===== src/common/game_pkg.sv =====
package game_pkg;

    // screen coordinate, used for column and row
    typedef logic [9:0] coord_t;

    // step period count
    typedef logic [19:0] speed_t;

    // signed vertical speed
    typedef logic signed [19:0] grav_t;

    typedef enum logic {
        LEVEL_1 = 1'b0,
        LEVEL_2 = 1'b1
    } level_e;

    typedef enum logic [1:0] {
        MOVE_NONE  = 2'd0,
        MOVE_LEFT  = 2'd1,
        MOVE_RIGHT = 2'd2
    } move_e;

    typedef struct packed {
        coord_t snap_y;
        coord_t x_lo;
        coord_t x_hi;
        logic   goal;
    } platform_t;

    localparam int NUM_PLAT_L1 = 9;
    localparam int NUM_PLAT_L2 = 8;

    // entries are snap_y, x_lo, x_hi, goal
    localparam platform_t PLATFORMS_L1 [NUM_PLAT_L1] = '{
        '{10'd373, 10'd0,   10'd150, 1'b0},
        '{10'd373, 10'd190, 10'd350, 1'b0},
        '{10'd373, 10'd415, 10'd475, 1'b0},
        '{10'd373, 10'd540, 10'd600, 1'b0},
        '{10'd283, 10'd540, 10'd600, 1'b0},
        '{10'd233, 10'd415, 10'd500, 1'b0},
        '{10'd158, 10'd305, 10'd375, 1'b0},
        '{10'd122, 10'd210, 10'd250, 1'b0},
        '{10'd240, 10'd160, 10'd200, 1'b1}
    };

    localparam platform_t PLATFORMS_L2 [NUM_PLAT_L2] = '{
        '{10'd373, 10'd0,   10'd75,  1'b0},
        '{10'd373, 10'd140, 10'd200, 1'b0},
        '{10'd263, 10'd20,  10'd75,  1'b0},
        '{10'd153, 10'd0,   10'd45,  1'b0},
        '{10'd43,  10'd20,  10'd150, 1'b0},
        '{10'd213, 10'd165, 10'd250, 1'b0},
        '{10'd423, 10'd340, 10'd600, 1'b0},
        '{10'd213, 10'd470, 10'd500, 1'b0}
    };

    // landing window around each snap row
    localparam coord_t WIN_ABOVE = 10'd2;
    localparam coord_t WIN_BELOW = 10'd7;

    localparam coord_t X_RIGHT_MAX = 10'd629;
    localparam coord_t X_LEFT_MIN  = 10'd3;
    localparam coord_t X_LIMIT     = 10'd630;
    localparam coord_t BOTTOM_Y    = 10'd480;

    localparam grav_t       GRAV_MAX   = 20'sd25;
    localparam grav_t       JUMP_STEP  = 20'sd10;
    localparam grav_t       JUMP_FLOOR = -20'sd20;
    localparam int unsigned GRAV_SHIFT = 3;

    localparam coord_t SPAWN_X      = 10'd5;
    localparam coord_t SPAWN_Y      = 10'd100;
    localparam coord_t RESPAWN_L1_X = 10'd10;
    localparam coord_t RESPAWN_L1_Y = 10'd100;
    localparam coord_t RESPAWN_L2_X = 10'd180;
    localparam coord_t RESPAWN_L2_Y = 10'd250;
    localparam coord_t RESET_X      = 10'd2;
    localparam coord_t RESET_Y      = 10'd100;

endpackage


===== src/common/player_state_if.sv =====
`timescale 1ns/100ps

interface player_state_if;

    // player position, owned by physics
    game_pkg::coord_t x;
    game_pkg::coord_t y;

    // presence and level, owned by level control
    logic             active;
    game_pkg::level_e level;

    // spawn or respawn point, taken by physics on a tick
    logic             spawn_req;
    game_pkg::coord_t spawn_x;
    game_pkg::coord_t spawn_y;

    modport physics (
        output x, y,
        input  active, level, spawn_req, spawn_x, spawn_y
    );

    modport control (
        output active, level, spawn_req, spawn_x, spawn_y,
        input  y
    );

    modport monitor (
        input x, y, active, level, spawn_req, spawn_x, spawn_y
    );

endinterface


===== src/common/platform_if.sv =====
`timescale 1ns/100ps

interface platform_if;

    // request
    game_pkg::level_e level;
    game_pkg::coord_t x;
    game_pkg::coord_t y;

    // result, same cycle
    logic             hit;
    game_pkg::coord_t snap_y;
    logic             goal;

    modport physics (
        output level, x, y,
        input  hit, snap_y, goal
    );

    modport map (
        input  level, x, y,
        output hit, snap_y, goal
    );

endinterface


===== src/hdl/step_input.sv =====
`timescale 1ns/100ps

module step_input (
    input  logic              clk,
    input  logic              rst,
    input  logic              start,
    input  game_pkg::speed_t  speed,
    input  logic [2:0]        player_input,
    output logic              tick,
    output game_pkg::move_e   move,
    output logic              jump
);

    game_pkg::speed_t counter;
    logic             right_pressed;
    logic             left_pressed;

    // one step every speed+1 cycles, also recovers if speed drops below the count
    assign tick = start && (counter >= speed);

    always_ff @(posedge clk or posedge rst) begin
        if (rst) begin
            counter <= '0;
        end else if (start) begin
            if (tick) begin
                counter <= '0;
            end else begin
                counter <= counter + 20'd1;
            end
        end
    end

    // buttons are active low
    assign right_pressed = !player_input[0];
    assign left_pressed  = !player_input[2];
    assign jump          = !player_input[1];

    always_comb begin
        if (right_pressed && !left_pressed) begin
            move = game_pkg::MOVE_RIGHT;
        end else if (left_pressed && !right_pressed) begin
            move = game_pkg::MOVE_LEFT;
        end else begin
            move = game_pkg::MOVE_NONE;
        end
    end

endmodule


===== src/physics/platform_map.sv =====
`timescale 1ns/100ps

module platform_map (
    platform_if.map plat
);

    function automatic logic in_window(
        input game_pkg::platform_t p,
        input game_pkg::coord_t    x,
        input game_pkg::coord_t    y
    );
        logic in_x;
        logic in_y;
        in_x = (x >= p.x_lo) && (x <= p.x_hi);
        in_y = (y >= p.snap_y - game_pkg::WIN_ABOVE) &&
               (y <= p.snap_y + game_pkg::WIN_BELOW);
        return in_x && in_y;
    endfunction

    // scan from the top index down so the lowest matching entry wins
    always_comb begin
        plat.hit    = 1'b0;
        plat.snap_y = '0;
        plat.goal   = 1'b0;
        if (plat.level == game_pkg::LEVEL_1) begin
            for (int i = game_pkg::NUM_PLAT_L1 - 1; i >= 0; i--) begin
                if (in_window(game_pkg::PLATFORMS_L1[i], plat.x, plat.y)) begin
                    plat.hit    = 1'b1;
                    plat.snap_y = game_pkg::PLATFORMS_L1[i].snap_y;
                    plat.goal   = game_pkg::PLATFORMS_L1[i].goal;
                end
            end
        end else begin
            for (int i = game_pkg::NUM_PLAT_L2 - 1; i >= 0; i--) begin
                if (in_window(game_pkg::PLATFORMS_L2[i], plat.x, plat.y)) begin
                    plat.hit    = 1'b1;
                    plat.snap_y = game_pkg::PLATFORMS_L2[i].snap_y;
                    plat.goal   = game_pkg::PLATFORMS_L2[i].goal;
                end
            end
        end
    end

endmodule


===== src/physics/player_physics.sv =====
`timescale 1ns/100ps

module player_physics (
    input  logic              clk,
    input  logic              rst,
    input  logic              tick,
    input  game_pkg::move_e   move,
    input  logic              jump,
    player_state_if.physics   st,
    platform_if.physics       plat
);

    game_pkg::grav_t  gravity;
    game_pkg::grav_t  gravity_next;
    game_pkg::grav_t  fall;
    game_pkg::coord_t x_next;
    game_pkg::coord_t y_next;

    // platform lookup runs on the pre-step position
    assign plat.level = st.level;
    assign plat.x     = st.x;
    assign plat.y     = st.y;

    assign fall = gravity >>> game_pkg::GRAV_SHIFT;

    always_comb begin
        if (gravity != game_pkg::GRAV_MAX) begin
            gravity_next = gravity + 20'sd1;
        end else begin
            gravity_next = gravity;
        end

        if (plat.hit) begin
            gravity_next = '0;
            // jump only from a platform, and not past the floor value
            if (jump && (gravity != game_pkg::JUMP_FLOOR)) begin
                gravity_next = gravity - game_pkg::JUMP_STEP;
            end
        end
    end

    always_comb begin
        // low bits of the signed fall add as two's complement
        y_next = st.y + fall[9:0];
        if (plat.hit && (st.y != plat.snap_y)) begin
            y_next = plat.snap_y;
        end
    end

    always_comb begin
        x_next = st.x;
        if ((move == game_pkg::MOVE_RIGHT) && (st.x <= game_pkg::X_RIGHT_MAX)) begin
            x_next = st.x + 10'd1;
        end else if ((move == game_pkg::MOVE_LEFT) && (st.x >= game_pkg::X_LEFT_MIN)) begin
            x_next = st.x - 10'd1;
        end
    end

    always_ff @(posedge clk or posedge rst) begin
        if (rst) begin
            st.x    <= game_pkg::RESET_X;
            st.y    <= game_pkg::RESET_Y;
            gravity <= '0;
        end else if (tick) begin
            if (st.spawn_req) begin
                st.x <= st.spawn_x;
                st.y <= st.spawn_y;
            end else if (st.active) begin
                st.x <= x_next;
                st.y <= y_next;
            end

            // gravity keeps running through a respawn
            if (st.active) begin
                gravity <= gravity_next;
            end
        end
    end

endmodule


===== src/hdl/level_control.sv =====
`timescale 1ns/100ps

module level_control #(
    parameter logic [15:0] SPAWN_THRESHOLD = 16'h8000
) (
    input  logic             clk,
    input  logic             rst,
    input  logic             tick,
    input  logic [15:0]      rand_word,
    input  logic             goal_hit,
    player_state_if.control  st
);

    logic first_spawn;
    logic fell_off;

    assign first_spawn = !st.active && (rand_word > SPAWN_THRESHOLD);
    assign fell_off    = st.active && (st.y >= game_pkg::BOTTOM_Y);

    assign st.spawn_req = first_spawn || fell_off;

    // spawn point for first appearance, otherwise the level's respawn point
    always_comb begin
        if (!st.active) begin
            st.spawn_x = game_pkg::SPAWN_X;
            st.spawn_y = game_pkg::SPAWN_Y;
        end else if (st.level == game_pkg::LEVEL_2) begin
            st.spawn_x = game_pkg::RESPAWN_L2_X;
            st.spawn_y = game_pkg::RESPAWN_L2_Y;
        end else begin
            st.spawn_x = game_pkg::RESPAWN_L1_X;
            st.spawn_y = game_pkg::RESPAWN_L1_Y;
        end
    end

    always_ff @(posedge clk or posedge rst) begin
        if (rst) begin
            st.active <= 1'b0;
            st.level  <= game_pkg::LEVEL_1;
        end else if (tick) begin
            if (first_spawn) begin
                st.active <= 1'b1;
            end
            // level 2 has no goal, so the level only moves forward once
            if (st.active && goal_hit && (st.level == game_pkg::LEVEL_1)) begin
                st.level <= game_pkg::LEVEL_2;
            end
        end
    end

endmodule


===== src/hdl/player_update.sv =====
`timescale 1ns/100ps

module player_update #(
    parameter logic [15:0] SPAWN_THRESHOLD = 16'h8000
) (
    input  logic              clk,
    input  logic              rst,
    input  logic              start,
    input  game_pkg::speed_t  speed,
    input  logic [15:0]       rand_word,
    input  logic [2:0]        player_input,
    output game_pkg::coord_t  active_column,
    output game_pkg::coord_t  note_y_position,
    output logic              note_active,
    output game_pkg::level_e  level
);

    logic            tick;
    game_pkg::move_e move;
    logic            jump;
    logic            goal_hit;

    player_state_if state ();
    platform_if     plat ();

    step_input step_input_inst (
        .clk          (clk),
        .rst          (rst),
        .start        (start),
        .speed        (speed),
        .player_input (player_input),
        .tick         (tick),
        .move         (move),
        .jump         (jump)
    );

    player_physics player_physics_inst (
        .clk  (clk),
        .rst  (rst),
        .tick (tick),
        .move (move),
        .jump (jump),
        .st   (state.physics),
        .plat (plat.physics)
    );

    platform_map platform_map_inst (
        .plat (plat.map)
    );

    // only a landing on the goal platform counts
    assign goal_hit = plat.goal & plat.hit;

    level_control #(
        .SPAWN_THRESHOLD (SPAWN_THRESHOLD)
    ) level_control_inst (
        .clk       (clk),
        .rst       (rst),
        .tick      (tick),
        .rand_word (rand_word),
        .goal_hit  (goal_hit),
        .st        (state.control)
    );

    assign active_column   = state.x;
    assign note_y_position = state.y;
    assign note_active     = state.active;
    assign level           = state.level;

endmodule


===== config.mk =====
export PLATFORM = sky130hd
export DESIGN_NAME = player_update
export DESIGN_NICKNAME = d
export VERILOG_FILES = /design/src/common/game_pkg.sv /design/src/common/player_state_if.sv /design/src/common/platform_if.sv /design/src/hdl/step_input.sv /design/src/physics/platform_map.sv /design/src/physics/player_physics.sv /design/src/hdl/level_control.sv /design/src/hdl/player_update.sv
export SDC_FILE = /design/constraint.sdc
export NUM_CORES = 1
export LEC_CHECK = 0
export BUFFER_PORTS_ARGS = -buffer_cell sky130_fd_sc_hd__clkbuf_2
export CAP_MARGIN = 5
export CORE_MARGIN = 3
export CORE_UTILIZATION = 50
export DETAILED_ROUTE_END_ITERATION = 8
export GPL_TIMING_DRIVEN = 0
export MAX_ROUTING_LAYER = met4
export PLACE_DENSITY = 0.69
export SETUP_SLACK_MARGIN = 0.1
export SLEW_MARGIN = 0
export SYNTH_ARGS = -nofsm -noshare
export SYNTH_HDL_FRONTEND = slang
export SYNTH_HIERARCHICAL = 1
export SYNTH_SLANG_ARGS = --single-unit

===== constraint.sdc =====
create_clock -name clk -period 10.4 [get_ports clk]
set_input_delay 2.6 -clock clk [delete_from_list [all_inputs] [get_ports clk]]
set_output_delay 2.6 -clock clk [all_outputs]
set_load 0.05 [all_outputs]

======== Word-level counts from Yosys, hierarchy flattened ========
Index checks and enable logic that the tools add are counted.
operators by class
  add/subtract/negate cells ............... 6
  $lt $le $gt $ge ......................... 49
  eq/ne operators ......................... 5
  mux-type cells .......................... 62
  bitwise gates (word level) .............. 2
  reduce and logical (&&, ||, !) cells .... 68
operator list
  kind                                                                                   count
  9-bit two-way mux                                                                      12
  10-bit by 8-bit greater-or-equal comparator with 1-bit output (second input constant)  10
  10-bit by 9-bit greater-or-equal comparator with 1-bit output (second input constant)  9
  10-bit by 8-bit <= comparator with 1-bit output (second input constant)                9
  10-bit two-way mux                                                                     9
  10-bit by 9-bit <= comparator with 1-bit output (second input constant)                8
  20-bit two-way mux                                                                     4
  8-bit two-way mux                                                                      8
  1-bit logical AND                                                                      55
  20-bit by 6-bit != test with 1-bit output (second input constant)                      2
  1-bit two-way mux                                                                      28
  20-bit by 1-bit adder with 20-bit output (second input constant)                       1
  20-bit by 2-bit adder with 20-bit output (second input constant)                       1
  20-bit greater-or-equal comparator                                                     1
  10-bit <= comparator (second input constant)                                           2
  10-bit by 6-bit <= comparator with 1-bit output (second input constant)                2
  20-bit by 5-bit subtractor with 20-bit output (second input constant)                  1
  16-bit greater-than comparator (second input constant)                                 1
  10-bit by 1-bit adder with 10-bit output (second input constant)                       1
  10-bit adder                                                                           1
  10-bit by 1-bit greater-or-equal comparator with 1-bit output (second input constant)  1
  10-bit greater-or-equal comparator (second input constant)                             1
  10-bit by 2-bit greater-or-equal comparator with 1-bit output (second input constant)  1
  10-bit by 5-bit greater-or-equal comparator with 1-bit output (second input constant)  1
  other kinds (16)                                                                       23
storage, ports and cells
  bits in registers ....................... 62
  input bits .............................. 42
  output and inout bits ................... 22
  word-level logic and storage cells ...... 198

======== Longest topological paths before layout ========
Gate-level depths: netlist of run 1.
  depth after elaboration ................. 18
  depth in mapped cells ................... 16
  depth with buffers taken out ............ 13

======== By module ========
Netlist of run 1, hierarchy kept.
modules (own cells, without submodules)
  module          times used  cells each  area each (um^2)  sequential area each (um^2)
  player_physics  1           485         3831.2            1006.0
  step_input      1           171         1605.3            500.5
  platform_map    1           183         1126.1            0.0
  level_control   1           35          267.8             50.0
  player_update   1           1           6.3               0.0

======== Worst setup path after synthesis of run 1 ========
OpenSTA, ideal clock, no wires.
  kind .................................... in2reg
  start ................................... in speed[17]
  end ..................................... reg player_physics_inst.gravity[12]
  setup time .............................. 87 ps
  arrival time ............................ 4946 ps
  required time ........................... 10313 ps
  path slack .............................. 5367 ps
  cell stages on the path ................. 13
  buffers on the path ..................... 2
  cells stage by stage .................... inv_1 -> ha_1 -> and4_4 -> and3_4 -> nand2_1 -> o211ai_2 -> and2_4 -> buf_6 -> buf_12 -> o311a_1 -> nand2_4 -> or4_1 -> o211ai_1
between the ends
  cells in the longest elaborated chain, start to end .. 3
ends and longest elaborated chain
  item                                  RTL line              RTL
  start, declared                       player_update.sv:9    input game_pkg::speed_t speed,
  20-bit greater-or-equal comparator    step_input.sv:19      assign tick = start && (counter >= speed);
  1-bit logical AND                     step_input.sv:19
  via tick                              player_update.sv:18   logic tick;
  3-bit AND reduction (no source line)  n/a
  end signal, assigned                  player_physics.sv:75  gravity <= gravity_next;
  end, declared                         player_physics.sv:13  game_pkg::grav_t gravity;
The timed path passes the listed nets, and every way through them passes these cells.
A chain may end at the register's enable or synchronous reset.

======== Worst setup path in the final report of run 1 ========
  start ................................... in speed[18]
  end ..................................... reg player_physics_inst.st.y[8] (netlist: player_physics_inst/plat.y[8])
between the ends
  cells in the longest elaborated chain, start to end .. 3
ends and longest elaborated chain
  item                                  RTL line               RTL
  20-bit greater-or-equal comparator    step_input.sv:19
  1-bit logical AND                     step_input.sv:19
  via tick                              player_update.sv:18
  2-bit AND reduction (no source line)  n/a
  end signal, assigned                  player_physics.sv:62   st.y <= game_pkg::RESET_Y;
  end signal, assigned                  player_physics.sv:67   st.y <= st.spawn_y;
  end signal, assigned                  player_physics.sv:70   st.y <= y_next;
  end, declared                         player_state_if.sv:19  output x, y,
The timed path passes the listed nets, and every way through them passes these cells.

==> out/summary.txt, run 1 <==
Worst Clk Skew = 0.0108 ns
first-pass iteration count of the detailed router = 6
Buf+Inv Stages, Crit Path = 5
hold depth = 1
die footprint = 0.0151 sq mm
sequential share of the synthesized area = 22.8%
Distinct cells, synth = 98
Synth area leaders = dfrtp_1 (21%), ha_1 (7.9%), o21ai_0 (4.5%)
Resize count post-CTS = 0
CP Max Fanout = 15
Reg clk slew, reported paths = 0.06 ns
area delta synth->final = 12.4%
final period utilization = 51.3%
initial antenna violation count = 0
crit-path max cell delay = 0.36 ns
diodes inserted = 0
CTS tree = yes
Fill cells = 1,273
top_reg_cell synth = dfrtp_1
largest area contributor in the netlist = dfrtp_1
die height = 123 um
post-DR wirelength/cell = 16.3 um
CTS Buffer Depth = 2
most used cell along the critical path = nand2_1
CP top delay family = compound AO/OA/AOI/OAI gates
status = completed
Fin Setup TNS = 0 ns
critical path class = in2reg
Tmin final = 5.33 ns
RSZ-0062 raised after global routing = no
Critical Path RT = 10.59 ns
clk root buf = clkbuf_16
hold_sp = player_physics_inst/gravity[18]$_DFFE_PP0P_
reg-to-reg endpoint = player_physics_inst/plat.y[8]$_DFFE_PP0P_
power per cell area = 82.4 mW/mm^2
final net count = 1,042
CTS Hold Buffers Added = 0
Initial Utilization = 51.4%
Sink Count = 62
Vias/cell = 6.03
gpl congestion = 0.946
WHS Endpoint = player_physics_inst/gravity[18]$_DFFE_PP0P_
Post-synth EDFFs = 0
FF-to-FF setup slack = 5.63 ns
worst-path cell chain = clkbuf_2 -> inv_1 -> ha_1 -> and4_4 -> and3_4 -> nand2_1 -> o211ai_2 -> and2_4 -> buf_6 -> buf_12 -> clkbuf_1 -> o21a_1 -> nand2_1 -> o31ai_1 -> a31oi_1
Power, Total = 0.000633 W
slew margin rel. = 44.6%
DP HPWL = 13.8 mm
cell at the slowest stage of the critical path = clkbuf_1
Vias = 6,855
Reg2Reg Depth = 12
Post-route DRC = 0
Fin. Hold Viols = 0
leak pwr = 3.40 nW
CP arrival = 5.52 ns
I/O pin cnt = 64
Core Box Area = 0.0133 sq mm
final setup vio count = 0
fin. max-slew vios = 0
share of the synthesized area in the top cell type = 21.2%
number of core rows = 42
highest routed layer = met4
Setup Fix Bufs, Post-CTS = 0
VDD IR max = 0.0000719 V
WL final = 18.5 mm
wire length on met1 = 8.60 mm
die width = 123 um
layout cells sized above 1 = 19.7%
Util after Layout = 57.8%
Skew-Pair Late Insertion Delay = 0.34 ns
routed wl met3 = 1.34 mm
#FFs+latches synth = 62
yosys warns = 6
Least-Margin Pin Slew = 0.810 ns
crit end category = register
largest net degree at the start of global routing = 41
Peak Freq = 188 MHz
RR Startpoint = player_physics_inst/plat.x[6]$_DFFE_PP0P_
via count of the first global-routing pass = 6,214
CTS Buf Count = 9
all-layer global routing usage = 25.8%
Post-synth ARST share = 100%
port buffer count = 62
H-tree Lvls = 3
met2 WL post-DR = 8.20 mm
cell count after synthesis = 875
post-route ant nets = 0
max_cap viols = 0
Iter 0 DRT Violations = 749
Post-Syn Area = 0.00684 sq mm
WHS = 0.522 ns
Worst setup SP type = input port
HP Class = reg2reg
Avg Cell Area, Syn = 7.81 sq um
grt total ovfl = 0
first-pass GRT wire length = 30.5 mm
==> where the power goes <==
group / switching [W] / total [W] / internal (W)
registers: 0.0000163 / 0.000268 / 0.000251
clock network: 0.000111 / 0.000279 / 0.000167
logic: 0.0000472 / 0.0000872 / 0.0000400
total: 0.000175 / 0.000633 / 0.000459
==> synthesized netlist by cell type (8+ instances only) <==
master and n:
nand2_1 74, inv_1 52, clkbuf_1 21, a21o_1 8
nand4_1 16, or3_1 11, o21ai_0 61, xnor2_1 25
nor4_1 14, ha_1 43, dfrtp_1 58, xor2_1 12
nor2_1 67, a211oi_1 8, nor3_1 28, nand2b_1 8
a21oi_1 54, buf_4 40, nor2b_1 16, nor2_4 9
buf_2 18, and3_1 15, a31oi_1 21, nand3_1 27
==> cell type report <==
class | instances | area, sq um | share of cell area (%)
plain buffers | 85 | 539 | 7.01
clock buffers | 13 | 250 | 3.26
clock inverters | 3 | 20.0 | 0.260
inverters | 52 | 195 | 2.54
multi-input cells | 682 | 4570 | 59.4
flip-flops and latches | 62 | 1560 | 20.2
well taps | 176 | 220 | 2.86
repair buffers | 63 | 338 | 4.39
==> cells in the final DEF, fill, tap and decap left out, drive strengths merged, types with 6 or more instances in the layout <==
master,count
nand2,75
o21ai,65
and3,19
inv,52
xnor2,25
o211ai,9
nor3,30
ha,43
a21oi,54
a21o,8
a211oi,9
nand2b,8
nor4,17
o311ai,6
or3,12
and2,8
nand3,29
buf,64
clkbuf,97
dfrtp,58
or4,7
nor2b,16
a31o,6
nand4,18
o21a,6
conb,9
nor2,76
a31oi,21
xor2,12
o31ai,7
==> through the flow <==
stage	instance area, sq um	setup WS (ns)	cells
6_report	7690	5.07	1136
3_3_place_gp	7390	4.79	1119
5_1_grt	7690	4.81	1136
2_1_floorplan	6860	5.37	881
4_1_cts	7690	5.12	1136
3_5_place_dp	7420	4.75	1120
==> cells by family after synthesis <==
family                   after synthesis  synth area share, %
AND/OR/NAND/NOR                      331                 26.9
XOR/XNOR                              37                 4.74
buffers and inverters                137                 10.7
multiplexers                           4                0.586
flip-flops                            62                 22.8
other                                  3                0.165
adder cells (fa/ha/maj)               45                 8.46
AO/OA/AOI/OAI                        256                 25.7
==> routing by layer <==
layer | up-vias | global-route usage (%)
li1 | 3340 | -
met1 | 3188 | 36.7
met2 | 294 | 38.5
met3 | 33 | 3.52
met4 | 0 | 7.63
met5 | - | -
==> worst max path at each step <==
| stage | to | start | slack, ns | depth (start not counted) |
|---|---|---|---|---|
| final | player_physics_inst/plat.y[8]$_DFFE_PP0P_ | speed[18] | 5.07 | 15 |
| after global routing | player_physics_inst/plat.y[8]$_DFFE_PP0P_ | speed[18] | 4.81 | 15 |
| after CTS | player_physics_inst/plat.y[8]$_DFFE_PP0P_ | speed[18] | 5.12 | 15 |
| after detailed placement | player_physics_inst/plat.y[8]$_DFFE_PP0P_ | speed[18] | 4.75 | 15 |
| after global placement | player_physics_inst/plat.y[8]$_DFFE_PP0P_ | speed[18] | 4.79 | 15 |
| after floorplan | player_physics_inst/gravity[12]$_DFFE_PP0P_ | speed[17] | 5.37 | 13 |
==> state kept, by name (all words and copies together) (netlist names) <==
register	flops
player_physics_inst/gravity	20
step_input_inst/counter	20
player_physics_inst/plat.x	10
player_physics_inst/plat.y	10
level_control_inst/st.active	1
level_control_inst/st.level	1
(Power assumes the default switching activity.)
==> inputs of run 2 (changes only) <==
- ABC_AREA: not set -> 1
- PLACE_DENSITY: 0.69 -> 0.71
- clock period: 10.4 -> 4.6 ns (I/O delays scaled with it)
==> out/summary.txt, run 2 <==
status = completed
sequential share of the synthesized area = 19.0% (-3.8 points)
FF-to-FF setup slack = 1.23 ns (-4.40 ns)
power per cell area = 241 mW/mm^2 (+190%)
cell count after synthesis = 1,412 (+61%)
Post-route DRC = 0 (unchanged)
H-tree Lvls = 3 (unchanged)
setup slack after layout = 1.23 ns (-3.84 ns)
clock network power share = 30.7% (-13 points)
clk root buf = clkbuf_16
die height = 134 um (+9.1%)
RSZ-0062 raised after global routing = no
CTS Buffer Depth = 2 (unchanged)
DP HPWL = 17.8 mm (+29%)
final instance area = 0.00912 sq mm (+19%)
yosys warns = 6 (unchanged)
Resize count post-CTS = 0 (unchanged)
Sink Count = 62 (unchanged)
Avg Cell Area, Syn = 5.81 sq um (-26%)
count leader, synth = nand2_1
internal power = 0.00131 W (+190%)
gpl congestion = 0.979 (+3.4%)
VDD IR max = 0.000244 V (+240%)
HP Class = reg2reg
grt total ovfl = 0 (unchanged)
Initial Utilization = 51.5% (about the same)
first-pass GRT wire length = 37.6 mm (+23%)
#FFs+latches synth = 62 (unchanged)
most frequent cells in the layout = nand2_1 (469), nor2_1 (193), inv_1 (170)
post-route ant nets = 0 (unchanged)
Worst setup SP type = register
final period utilization = 73.4%
Worst Clk Skew = 0.0112 ns (+0.000417 ns)
Post-DP Area = 0.00883 sq mm (+19%)
fin. max-slew vios = 0 (unchanged)
Iter 0 DRT Violations = 847 (+13%)
final setup vio count = 0 (unchanged)
Vias = 8,945 (+30%)
share of the synthesized area in the top cell type = 21.5% (+0.23 points)
Fin Setup TNS = 0 ns (unchanged)
largest net degree at the start of global routing = 39 (-4.9%)
I/O pin cnt = 64 (unchanged)
via count of the first global-routing pass = 7,912 (+27%)
Post-Syn Area = 0.00820 sq mm (+20%)
Fin. Hold Viols = 0 (unchanged)
Post-synth EDFFs = 0 (unchanged)
Power, Total = 0.00220 W (+250%)
leak pwr = 5.16 nW (+52%)
worst-path cell chain = inv_2 -> nand2_1 -> nor2_1 -> o21ai_0 -> nand2_1 -> nand2_1 -> nand2_1 -> nand2_1 -> nand3_1 -> nor2_1 -> nor2_1 -> buf_2 -> inv_2 -> nand4_1 -> nor2_1 -> nand3_4 -> nand2_8 -> inv_6 -> buf_8 -> a31oi_2
WHS = 0.534 ns (+0.0116 ns)
diodes inserted = 0 (unchanged)
crit end category = register
Post-synth ARST share = 100% (unchanged)
port buffer count = 62 (unchanged)
RR Startpoint = player_physics_inst/plat.x[5]$_DFFE_PP0P_
top_reg_cell synth = dfrtp_1
WL final = 22.8 mm (+23%)
critical path class = reg2reg
CTS Buf Count = 9 (unchanged)
area delta synth->final = 11.1%
Reg clk slew, reported paths = 0.06 ns (about the same)
Skew-Pair Late Insertion Delay = 0.34 ns (about the same)
number of core rows = 46 (+9.5%)
Vias/cell = 5.22 (-13%)
hold_sp = player_physics_inst/plat.y[6]$_DFFE_PP1P_
die footprint = 0.0180 sq mm (+19%)
most used cell along the critical path = nand2_1
post-DR wirelength/cell = 13.3 um (-18%)
cell at the slowest stage of the critical path = dfrtp_1
CP arrival = 3.63 ns (-1.89 ns)
Post-synth top cells = nand2_1 (469), nor2_1 (193), inv_1 (171), nand3_1 (133), o21ai_0 (62)
Peak Freq = 296 MHz
Comb power frac = 37.4% (+24 points)
max_cap viols = 0 (unchanged)
Setup Fix Bufs, Post-CTS = 0 (unchanged)
Least-Margin Pin Slew = 0.818 ns (+0.00763 ns)
all-layer global routing usage = 26.0% (+0.11 points)
crit-path max cell delay = 0.68 ns (+0.32 ns)
pre-CTS setup slack = 1.00 ns (-3.75 ns)
initial antenna violation count = 0 (unchanged)
Top Registers = player_physics_inst/gravity (20), step_input_inst/counter (20)
Distinct cells, synth = 57 (-42%)
Sw Pwr = 0.000883 W (+410%)
Core Box Area = 0.0159 sq mm (+20%)
Sw Share = 40.2% (+13 points)
most common cell after layout, fill and taps aside = nand2_1
Worst Setup SP = player_physics_inst/plat.x[5]$_DFFE_PP0P_
Tmin final = 3.37 ns
die width = 134 um (+9.1%)
CP Max Fanout = 12 (-3)
first-pass iteration count of the detailed router = 5 (-1)
layout cells sized above 1 = 14.6% (-5.1 points)
Synth area leaders = nand2_1 (21%), dfrtp_1 (18%), nor2_1 (8.8%)
final net count = 1,579 (+52%)
slew margin rel. = 45.4% (+0.83 points)
sequential share of power = 32.0% (-10 points)
Critical Path RT = 4.86 ns (-5.73 ns)
largest area contributor in the netlist = nand2_1
CTS tree = yes
CTS Hold Buffers Added = 0 (unchanged)
==> run 2: cell count changes after synthesis, sizes merged, moves of 19 or more <==
cell   change
and3      -19
nand3    +113
inv      +136
nand2    +407
a21oi     -26
nor2     +135
a31oi     -19
==> run 2: metrics by stage <==
stage	instances	utilization (%)
after floorplan	1418	-
after detailed placement	1697	55.4
after global routing	1713	57.2
after CTS	1713	57.2
after global placement	1696	55.2
final	1713	57.2
==> run 2: area by class of cell <==
| class | count | area (sq um) |
|---|---|---|
| flip-flops and latches | 62 | 1560 |
| clock inverters | 6 | 62.6 |
| well taps | 216 | 270 |
| plain buffers | 69 | 488 |
| multi-input cells | 1096 | 5460 |
| clock buffers | 10 | 229 |
| fillers | 1662 | 6820 |
| inverters | 191 | 727 |
| repair buffers | 63 | 330 |
==> run 2: worst max-delay path: cells and delay by family (launching register included) <==
kind                   cells  cell delay, ns
AOI/OAI and AO/OA          2            0.33
buffers and inverters      5            0.77
DFF                        1            0.68
and+or+nand+nor           13            1.47
==> run 2: logic make-up after synthesis <==
kind of cell | Yosys count | synth area share (%)
other cells | 3 | 0.137
simple gates | 900 | 48.4
xor+xnor | 25 | 2.67
mux | 1 | 0.122
fa+ha+maj | 45 | 7.05
compound gates | 116 | 7.82
flops | 62 | 19.0
buf+inv | 260 | 14.8
==> run 2: worst paths after layout <==
path,endpoint,cells past startpoint
worst max-delay path,player_physics_inst/gravity[3]$_DFFE_PP0P_,20
worst min-delay path,player_physics_inst/plat.y[6]$_DFFE_PP1P_,2
worst max register to register,player_physics_inst/gravity[3]$_DFFE_PP0P_,20
worst min register to register,player_physics_inst/plat.y[6]$_DFFE_PP1P_,2
max in group asynchronous,step_input_inst/counter[7]$_DFFE_PP0P_,2
min in group asynchronous,level_control_inst/st.active$_DFFE_PP0P_,2
==> run 2: per-layer routing <==
| metal | GRT usage, % | vias to the layer above | wire, um |
|---|---|---|---|
| met2 | 40.7 | 331 | 10200 |
| met5 | - | - | 0 |
| li1 | - | 4582 | - |
| met3 | 3.00 | 30 | 1420 |
| met4 | 6.45 | 0 | 316 |
| met1 | 36.1 | 4002 | 10900 |
==> run 2: power groups by stage <==
| stage | clock network, W | logic, W | registers, W |
|---|---|---|---|
| final | 0.000674 | 0.000821 | 0.000703 |
| after global routing | 0.000720 | 0.000927 | 0.000712 |
| after CTS | 0.000692 | 0.000815 | 0.000701 |
| after detailed placement | 0 | 0.000810 | 0.000710 |
| after global placement | 0 | 0.000795 | 0.000708 |
| after floorplan | 0 | 0.000645 | 0.000672 |
